==> src/common/xcvr_status_pkg.sv <==
// Widths, status bit positions and link monitor state shared by the status path
// Status vector order is fixed: pll, cdr, signal detect, fifo error (bit 0 to 3)
`default_nettype none

package xcvr_status_pkg;

	// Transceiver status levels entering the design
	localparam int STATUS_W = 4;

	// Loss-of-link and FIFO error counters, saturating
	localparam int CNT_W = 8;

	// Bit positions inside the status vector
	localparam int STATUS_PLL      = 0;
	localparam int STATUS_CDR      = 1;
	localparam int STATUS_SIGDET   = 2;
	localparam int STATUS_FIFO_ERR = 3;

	// Link monitor FSM
	// WAIT is the debounce window before the link is declared up
	typedef enum logic [1:0] {
		LINK_DOWN = 2'd0,
		LINK_WAIT = 2'd1,
		LINK_UP   = 2'd2
	} link_state_e;

endpackage

`default_nettype wire

==> src/common/xcvr_status_if.sv <==
// Synchronized transceiver status levels, resync block to link monitor
// All four signals are plain levels in the d_clk domain, no handshake
`timescale 1ns/1ps
`default_nettype none

interface xcvr_status_if;
	import xcvr_status_pkg::*;

	logic pll_locked;
	logic cdr_locked;
	logic sig_det;
	logic fifo_err;

	// Four named levels must cover the whole status vector
	if (STATUS_W != 4) begin : g_width_check
		$error("xcvr_status_if carries 4 signals, STATUS_W is %0d", STATUS_W);
	end

	// Driven by the synchronizer chains
	modport src (output pll_locked, cdr_locked, sig_det, fifo_err);

	// Read by the link monitor
	modport dst (input pll_locked, cdr_locked, sig_det, fifo_err);

endinterface

`default_nettype wire

==> src/resync/status_resync.sv <==
// Per-bit flop chains moving the transceiver status levels into d_clk
// Inputs must stay stable for more than one d_clk period or they can be missed
// INIT_VALUE 1 makes every chain power up and reset high through inversion
`timescale 1ns/1ps
`default_nettype none

module status_resync #(
	parameter int SYNC_LEN   = 3,
	parameter int INIT_VALUE = 0
) (
	input  logic                                  d_clk,
	input  logic                                  rst_n,
	input  logic [xcvr_status_pkg::STATUS_W-1:0]  status_in,
	xcvr_status_if.src                            sync_out
);
	import xcvr_status_pkg::*;

	// Chain value as seen at the outputs while in reset
	localparam logic INIT_BIT = (INIT_VALUE == 1);
	localparam logic [STATUS_W-1:0] INIT_VEC = {STATUS_W{INIT_BIT}};

	// Last stage of each chain, after output inversion
	logic [STATUS_W-1:0] sync_bits;

	// Reject chains too short for metastability and odd init values
	if (SYNC_LEN < 2) begin : g_len_check
		$error("status_resync needs SYNC_LEN >= 2, got %0d", SYNC_LEN);
	end
	if (INIT_VALUE != 0 && INIT_VALUE != 1) begin : g_init_check
		$error("status_resync needs INIT_VALUE 0 or 1, got %0d", INIT_VALUE);
	end

	for (genvar i = 0; i < STATUS_W; i++) begin : g_chain
		logic                d_in;
		logic [SYNC_LEN-1:0] chain_q;

		// Flops always reset to zero
		// inverting both ends turns that into a high reset value
		assign d_in = INIT_BIT ? ~status_in[i] : status_in[i];

		always_ff @(posedge d_clk or negedge rst_n) begin
			if (!rst_n) begin
				chain_q <= '0;
			end else begin
				// Bit 0 samples the async input
				chain_q <= {chain_q[SYNC_LEN-2:0], d_in};
			end
		end

		assign sync_bits[i] = INIT_BIT ? ~chain_q[SYNC_LEN-1] : chain_q[SYNC_LEN-1];
	end

	// Map vector positions onto the named levels
	assign sync_out.pll_locked = sync_bits[STATUS_PLL];
	assign sync_out.cdr_locked = sync_bits[STATUS_CDR];
	assign sync_out.sig_det    = sync_bits[STATUS_SIGDET];
	assign sync_out.fifo_err   = sync_bits[STATUS_FIFO_ERR];

	// The monitor must see the init value for the whole reset,
	// including the edge on which reset releases
	assert property (@(posedge d_clk) !rst_n |-> (sync_bits == INIT_VEC))
		else $error("Resync output %h differs from init value in reset", sync_bits);

endmodule

`default_nettype wire

==> src/verilog/link_monitor.sv <==
// Link up debounce over pll, cdr and signal detect, plus loss and FIFO error counters
// Counters saturate at all ones and clear only on reset
// With INIT_VALUE 1 a fifo_err still high after reset counts as one error
`timescale 1ns/1ps
`default_nettype none

module link_monitor #(
	parameter int STABLE_CYCLES = 16
) (
	input  logic                                d_clk,
	input  logic                                rst_n,
	xcvr_status_if.dst                          status,
	output logic                                link_up,
	output xcvr_status_pkg::link_state_e        link_state,
	output logic [xcvr_status_pkg::CNT_W-1:0]   loss_count,
	output logic [xcvr_status_pkg::CNT_W-1:0]   err_count
);
	import xcvr_status_pkg::*;

	// Debounce counter, counts 0 .. STABLE_CYCLES-1 inside LINK_WAIT
	localparam int STAB_W = (STABLE_CYCLES > 1) ? $clog2(STABLE_CYCLES) : 1;
	localparam logic [STAB_W-1:0] STAB_LAST = STAB_W'(STABLE_CYCLES - 1);

	link_state_e       state;
	logic [STAB_W-1:0] stab_cnt;
	logic              lock_ok;
	logic              loss_event;
	logic              fifo_err_q;
	logic              err_rise;

	if (STABLE_CYCLES < 1) begin : g_stable_check
		$error("link_monitor needs STABLE_CYCLES >= 1, got %0d", STABLE_CYCLES);
	end

	// All three lock conditions together
	assign lock_ok = status.pll_locked & status.cdr_locked & status.sig_det;

	// Only a drop from LINK_UP is a loss, WAIT drops just restart
	assign loss_event = (state == LINK_UP) && !lock_ok;

	// One count per rising edge of the synchronized level
	assign err_rise = status.fifo_err & ~fifo_err_q;

	always_ff @(posedge d_clk or negedge rst_n) begin
		if (!rst_n) begin
			state    <= LINK_DOWN;
			stab_cnt <= '0;
		end else begin
			case (state)
				LINK_DOWN: begin
					stab_cnt <= '0;
					if (lock_ok) begin
						state <= LINK_WAIT;
					end
				end
				LINK_WAIT: begin
					if (!lock_ok) begin
						state <= LINK_DOWN;
					end else if (stab_cnt == STAB_LAST) begin
						// STABLE_CYCLES cycles of lock seen in WAIT
						state <= LINK_UP;
					end else begin
						stab_cnt <= stab_cnt + 1'b1;
					end
				end
				LINK_UP: begin
					if (!lock_ok) begin
						state <= LINK_DOWN;
					end
				end
				default: begin
					state <= LINK_DOWN;
				end
			endcase
		end
	end

	// Loss counter, stops at all ones
	always_ff @(posedge d_clk or negedge rst_n) begin
		if (!rst_n) begin
			loss_count <= '0;
		end else if (loss_event && !(&loss_count)) begin
			loss_count <= loss_count + 1'b1;
		end
	end

	// FIFO error edge detect and counter
	always_ff @(posedge d_clk or negedge rst_n) begin
		if (!rst_n) begin
			fifo_err_q <= 1'b0;
			err_count  <= '0;
		end else begin
			fifo_err_q <= status.fifo_err;
			if (err_rise && !(&err_count)) begin
				err_count <= err_count + 1'b1;
			end
		end
	end

	assign link_state = state;
	assign link_up    = (state == LINK_UP);

	// Link up only ever entered out of the debounce window
	assert property (@(posedge d_clk) disable iff (!rst_n)
		$rose(link_up) |-> (link_state == LINK_UP) && ($past(state) == LINK_WAIT))
		else $error("link_up rose without passing through LINK_WAIT");

	// Saturation, no wrap from all ones back to zero
	assert property (@(posedge d_clk) disable iff (!rst_n)
		(&$past(loss_count)) |-> (&loss_count))
		else $error("loss_count wrapped");
	assert property (@(posedge d_clk) disable iff (!rst_n)
		(&$past(err_count)) |-> (&err_count))
		else $error("err_count wrapped");

endmodule

`default_nettype wire

==> src/verilog/reset_sync.sv <==
// Reset bridge for d_clk: asserts with clr_n at once, releases on the second edge
// clr_n must be held low long enough for at least one d_clk edge when d_clk is running
`timescale 1ns/1ps
`default_nettype none

module reset_sync (
	input  logic d_clk,
	input  logic clr_n,
	output logic rst_n
);

	// First stage, may go metastable on release
	logic meta_q;

	// Both stages cleared directly by clr_n
	always_ff @(posedge d_clk or negedge clr_n) begin
		if (!clr_n) begin
			meta_q <= 1'b0;
			rst_n  <= 1'b0;
		end else begin
			// Shift a one through, two edges to release
			meta_q <= 1'b1;
			rst_n  <= meta_q;
		end
	end

	// Internal reset never released while the external one is held
	assert property (@(posedge d_clk) !clr_n |-> !rst_n)
		else $error("rst_n high while clr_n low");

endmodule

`default_nettype wire

==> src/verilog/xcvr_status_top.sv <==
// Transceiver status synchronizer and link monitor, RTL top level
// xcvr_status is asynchronous to d_clk; each level must last over one d_clk period
`timescale 1ns/1ps
`default_nettype none

module xcvr_status_top #(
	parameter int SYNC_LEN      = 3,
	parameter int INIT_VALUE    = 0,
	parameter int STABLE_CYCLES = 16
) (
	input  logic                                 d_clk,
	input  logic                                 clr_n,
	input  logic [xcvr_status_pkg::STATUS_W-1:0] xcvr_status,
	output logic                                 link_up,
	output logic [1:0]                           link_state,
	output logic [xcvr_status_pkg::CNT_W-1:0]    loss_count,
	output logic [xcvr_status_pkg::CNT_W-1:0]    err_count
);

	// Internal reset, released in step with d_clk
	logic rst_n;

	// Synchronized status levels
	xcvr_status_if status_if ();

	reset_sync reset_sync_i (
		.d_clk (d_clk),
		.clr_n (clr_n),
		.rst_n (rst_n)
	);

	// Metastability chains into d_clk
	status_resync #(
		.SYNC_LEN   (SYNC_LEN),
		.INIT_VALUE (INIT_VALUE)
	) status_resync_i (
		.d_clk     (d_clk),
		.rst_n     (rst_n),
		.status_in (xcvr_status),
		.sync_out  (status_if)
	);

	// Debounce and event counting
	link_monitor #(
		.STABLE_CYCLES (STABLE_CYCLES)
	) link_monitor_i (
		.d_clk      (d_clk),
		.rst_n      (rst_n),
		.status     (status_if),
		.link_up    (link_up),
		.link_state (link_state),
		.loss_count (loss_count),
		.err_count  (err_count)
	);

endmodule

`default_nettype wire
==> config.mk <==
export PLATFORM = sky130hd
export DESIGN_NAME = xcvr_status_top
export DESIGN_NICKNAME = d
export VERILOG_FILES = /design/src/common/xcvr_status_pkg.sv /design/src/common/xcvr_status_if.sv /design/src/resync/status_resync.sv /design/src/verilog/link_monitor.sv /design/src/verilog/reset_sync.sv /design/src/verilog/xcvr_status_top.sv
export SDC_FILE = /design/constraint.sdc
export NUM_CORES = 1
export LEC_CHECK = 0
export BUFFER_PORTS_ARGS = -buffer_cell sky130_fd_sc_hd__buf_2
export CELL_PAD_IN_SITES_DETAIL_PLACEMENT = 0
export CELL_PAD_IN_SITES_GLOBAL_PLACEMENT = 1
export CORE_MARGIN = 1
export CORE_UTILIZATION = 47
export DETAILED_ROUTE_END_ITERATION = 10
export PLACE_DENSITY = 0.92
export SLEW_MARGIN = 10
export SYNTH_ARGS = -nofsm -noshare
export SYNTH_HDL_FRONTEND = slang
export SYNTH_SLANG_ARGS = --single-unit
==> constraint.sdc <==
create_clock -name d_clk -period 1.86 [get_ports d_clk]
set_input_delay 0.186 -clock d_clk [delete_from_list [all_inputs] [get_ports d_clk]]
set_output_delay 0.186 -clock d_clk [all_outputs]
set_load 0.02 [all_outputs]
; Yosys cells after proc, flatten, opt, wreduce, memory -nomap -nowiden
; Index checks and enable logic that the tools add are counted.
[word_totals]
ram_bits = 0
latchBits = 0
reg_bits = 37
romBits = 0
n_memories = 0
[op_classes]
eq_ne = 8
n_div = 0
shift = 0
addsub = 3
muxes = 8
n_bitwise = 4
n_reduce_logical = 12
mul = 0
order_cmp = 0
[op_table]
columns = operator, count
row1 = adder 8 x 1 -> 8 bit (second input constant), 2
row2 = AND reduction 8 bit, 2
row3 = two-way mux 2 bit, 4
row4 = two-way mux 4 bit, 2
row5 = case mux 4 bit (2 select lines), 1
row6 = case mux 2 bit (3 select lines), 1
row7 = AND reduction 3 bit, 2
row8 = adder 4 x 1 -> 4 bit (second input constant), 1
row9 = equality test 4 bit (second input constant), 1
row10 = != test 2 x 1 -> 1 bit (second input constant), 2
row11 = != test 2 bit (second input constant), 2
row12 = AND 1 bit, 3
row13 = logical AND 1 bit, 3
row14 = logical NOT 1 bit, 3
row15 = != test 3 bit (second input constant), 1
row16 = equality test 2 x 1 -> 1 bit (second input constant), 1
row17 = equality test 2 bit (second input constant), 1
row18 = logical NOT 2 bit, 1
row19 = nonzero test 2 bit, 1
row20 = NOT 1 bit, 1

; Depth between registers and ports, before layout
[logic_depth]
depth_word = 5
ltp_mapped = 5

; Cells and area by module
; A second synthesis with hierarchy kept.
[unflattened]
hier_cells = 127
area_unflattened_um2 = 1561.5
[by_module_without_submodules]
columns = module, seq_area_each_um2, cells_per_inst, area_per_inst_um2, n_inst
row1 = link_monitor, 575.6, 112, 1207.4, 1
row2 = status_resync, 300.3, 12, 300.3, 1
row3 = reset_sync, 50.0, 3, 53.8, 1

; Least setup slack after synthesis
; No wires, ideal clock.
[synth_timing]
path_kind = register to register
startpoint = register link_monitor_i.loss_count[0] (netlist name)
endpoint = register link_monitor_i.loss_count[1] (netlist name)
slack_ns = 0.251
t_arrival_ns = 1.481
period_less_slack_ns = 1.609
stages_incl_launch_ff = 5
n_path_buf = 0
path_cell_list = dfrtp_1 ha_1 nand4_4 o211ai_4 mux2_1
[synth_via]
elab_chain_len = 3
word_cells_on_any_way = 4
[synth_rtl]
columns = item, line_no
row1 = "start, declared", link_monitor.sv:15  ; output logic [xcvr_status_pkg::CNT_W-1:0] loss_count,
row2 = "start signal, assigned", link_monitor.sv:83  ; loss_count <= loss_count + 1'b1;
row3 = branches (longest 3 deep; another with adder 8 x 1 -> 8 bit), -
; Several ways; the timed one is not identified.
; A chain may end at the register's enable or synchronous reset.

; Worst setup path in the final report
; Ends and elaborated chain as after synthesis.

==> flow_results.org <==
** Timing
- RSZ-0062 raised after global routing :: no
- Final Skew :: 0.0100 ns
- The worst pin sits at a relative slew slack of 64.4%.
- Setup violations remaining at the end of the flow were counted as 0.
- The count of final max-slew check failures is 0.
- The worst path needs 1.56 ns of the cycle, external delays included.
- After layout, the worst path uses 84.0% of the clock period.
- For the pin with the worst max-slew slack, the measured transition is 0.533 ns.
- Static timing analysis puts the maximum clock frequency at 640 MHz.
- Count of endpoints failing hold in the final timing report :: 0
- After routing, the total negative slack on setup checks comes to 0 ns.

** Setup path
- The most critical setup path has its endpoint at link_monitor_i.loss_count[1].
- Worst endpoint required time :: 2.08 ns
- By startpoint and endpoint, the worst setup path is classified as reg -> reg.
- In this run the critical register-to-register path is captured at link_monitor_i.loss_count[1].
- In this run the register-to-register setup slack is 0.30 ns.
- Max Fanout on Critical Path :: 5
- STA classifies the critical path endpoint as a flip-flop.
- Worst flop-to-flop path startpoint :: link_monitor_i.loss_count[0]
- Crit path arrival time :: 1.78 ns
- The critical path starts at link_monitor_i.loss_count[0].
- Critical path launch point type :: flip-flop
- R2R cell count :: 4

** Synthesis
- Yosys mapped a number of flops with a built-in enable equal to 0.
- Flip-flop and latch count after synthesis :: 37
- Gate count of the mapped netlist :: 125
- Cell type with the largest total area after synthesis :: sky130_fd_sc_hd__dfrtp_1
- Synthesis instantiated 33 different standard cells from the library.
- By count the netlist is led by sky130_fd_sc_hd__dfrtp_1, sky130_fd_sc_hd__nor2_1, sky130_fd_sc_hd__nand2_1, sky130_fd_sc_hd__nand3_1, sky130_fd_sc_hd__xor2_1.
- Cell with the most instances after synthesis :: sky130_fd_sc_hd__dfrtp_1
- Synthesized cell area :: 1550 sq um
- Async SR Flop Fraction :: 100%
- Yosys synthesis warning count :: 0
- Sequential element share of the synthesized area :: 59.8%
- Syn Nets :: 134
- The synthesized design devotes to its leading area cell type 59.8% of total area.
- For this run, the leading register cell type out of synthesis is sky130_fd_sc_hd__dfrtp_1.
- Ranking of synthesized cells by area :: sky130_fd_sc_hd__dfrtp_1, sky130_fd_sc_hd__xor2_1, sky130_fd_sc_hd__nand3_1
- Avg Inst Size Synth :: 12.4 sq um

** Detailed routing
- Router iterations before antenna repair :: 4
- For this block, wires on met1 add up to 1.08 mm.
- In this run the remaining antenna-violating nets after routing total 0.
- Uppermost layer routed :: met4
- Summed over all nets, wire length on met3 after detailed routing comes to 69 um.
- In the final routed layout, each cell accounts on average for 11.5 um.
- In the routed layout, each cell is associated on average with a via count of 4.90.
- The final route contains 1,010 vias.
- Drc violations :: 0
- Total wire length :: 2.38 mm
- DRT iter0 DRCs :: 92
- After detailed routing, the met2 layer carries 1.18 mm of wire.

** GRT
- Global-route congestion overflow total :: 0
- Largest net degree at the start of global routing :: 23
- The initial antenna violation count came to 0.
- First-pass GRT wire length :: 4.33 mm
- Total track usage :: 16.8%
- Number of global-route vias before repair :: 983

** Job
- Count of maximum capacitance violations :: 0

** Placed design
- Placement-stage cell area :: 1730 sq um
- Final GP Congestion :: 0.744
- Detailed placement HPWL :: 1.68 mm
- PortBufs :: 24

** Worst hold path
- The min-delay analysis places its worst path in the category in -> async.

** Floorplan
- Initial cell density of the core :: 50.3%
- For this design the top-level I/O count stands at 25.
- The floorplan has 20 rows.
- Core region area :: 3080 sq um
- Chip width :: 59.4 um
- From bottom edge to top edge, the die measures 59.4 um.
- Total Die Area :: 3530 sq um

** CTS
- In this run, post-CTS hold repair placed 5 buffers.
- Counting every sink on the clock net gives 37.
- Master cell of the clock root buffer :: sky130_fd_sc_hd__clkbuf_4
- No sink is reached through more buffers than the 2 on the longest clock path.
- Clock-pin slew was measured on the worst setup and hold paths at 0.10 ns.
- TritonCTS clock tree :: yes
- TritonCTS buffer count :: 5
- Setup Buffers After CTS :: 0
- Once the clock tree was built, the resizer swapped 0 gates to a different size.
- Clock latency on the worst-skew pair, taken at its later pin, is 0.33 ns.
- CTS built an H-tree with a depth of 2.

** Power
- Across the VDD grid, the largest voltage drop is 628 uV.
- Cell Pwr Density :: 925 nW/um^2
- Summed over all cells, the static leakage comes to 0.930 nW.

** Cells and area
- The layout has 256 filler cells.
- Proportion of layout cells with a drive suffix above 1 :: 29.0%
- Once layout is done, the placed cells without fillers occupy 1850 sq um.
- From synthesis to final layout, the design area changed by 19.2%.
- ANT cells :: 0
- Total number of nets in the final design :: 170

** Run status
- Result of the run :: finished clean
-- cells by family (layout without fill, tap and decap cells) --
family | Yosys count | count (layout) | share of synthesized area (%)
adder cells (fa/ha/maj) | 3 | 3 | 2.42
other | 1 | 1 | 0.242
multiplexers | 7 | 7 | 5.33
AO/OA/AOI/OAI | 14 | 14 | 7.51
buffers and inverters | 7 | 44 | 2.02
AND/OR/NAND/NOR | 47 | 47 | 17.6
flip-flops | 37 | 37 | 59.8
XOR/XNOR | 9 | 9 | 5.09
-- through the flow --
stage	hold WS (ns)	std cells	setup slack [ns]	util [%]	total power, mW
floorplan	-0.110	125	0.251	-	1.16
global placement	-0.0301	193	0.362	56.1	1.25
detailed placement	-0.0284	193	0.305	56.1	1.26
CTS	0.138	206	0.290	60.0	1.73
global route	0.140	206	0.132	60.0	1.81
finish	0.146	206	0.298	60.0	1.71
-- state kept, by name, indices dropped and copies added (netlist names) --
name	flops
link_monitor_i.err_count	8
link_monitor_i.fifo_err_q	1
link_monitor_i.link_state	2
link_monitor_i.loss_count	8
link_monitor_i.stab_cnt	4
reset_sync_i.meta_q	1
reset_sync_i.rst_n	1
status_resync_i.g_chain.chain_q	12
-- cell usage in the layout (no fill, tap or decap), types with 5 or more instances in the layout --
cell type and instances:
sky130_fd_sc_hd__inv_1 5, sky130_fd_sc_hd__dlygate4sd3_1 5, sky130_fd_sc_hd__nor2_1 11, sky130_fd_sc_hd__nand2_1 9, sky130_fd_sc_hd__buf_2 24, sky130_fd_sc_hd__nand3_1 9
sky130_fd_sc_hd__xor2_1 6, sky130_fd_sc_hd__o21ai_0 5, sky130_fd_sc_hd__dfrtp_1 37, sky130_fd_sc_hd__clkbuf_4 5
-- report_power, final --
part	switching [mW]	internal, mW
registers	0.0884	0.879
logic	0.158	0.125
clock network	0.238	0.219
-- final cells by class --
cell class	count	area, sq um	share of cell area [%]
Clock inverter	1	5.00	0.271
Timing Repair Buffer	31	185	10.0
Inverter	5	18.8	1.02
Sequential cell	37	926	50.1
Clock buffer	7	65.1	3.52
Tap cell	44	55.1	2.98
Multi-Input combinational cell	81	592	32.0
-- metal layers --
metal	vias to the layer above	GRT usage, %
met5	-	0
met3	5	3.93
li1	497	-
met4	0	8.16
met1	491	23.0
met2	17	25.0
-- worst min-delay path by stage --
stage | startpoint | endpoint
3_3_place_gp | clr_n | reset_sync_i.meta_q
4_1_cts | clr_n | reset_sync_i.meta_q
3_5_place_dp | clr_n | reset_sync_i.rst_n
6_report | clr_n | reset_sync_i.meta_q
2_1_floorplan | clr_n | reset_sync_i.meta_q
5_1_grt | clr_n | reset_sync_i.meta_q
-- critical path, stage by stage (launching register included) --
cell	delay (ns)
sky130_fd_sc_hd__dfrtp_1	0.42
sky130_fd_sc_hd__ha_1	0.26
sky130_fd_sc_hd__nand4_4	0.15
sky130_fd_sc_hd__o211ai_4	0.28
sky130_fd_sc_hd__mux2_1	0.34
No activity file was read; power rests on OpenSTA's default activity.
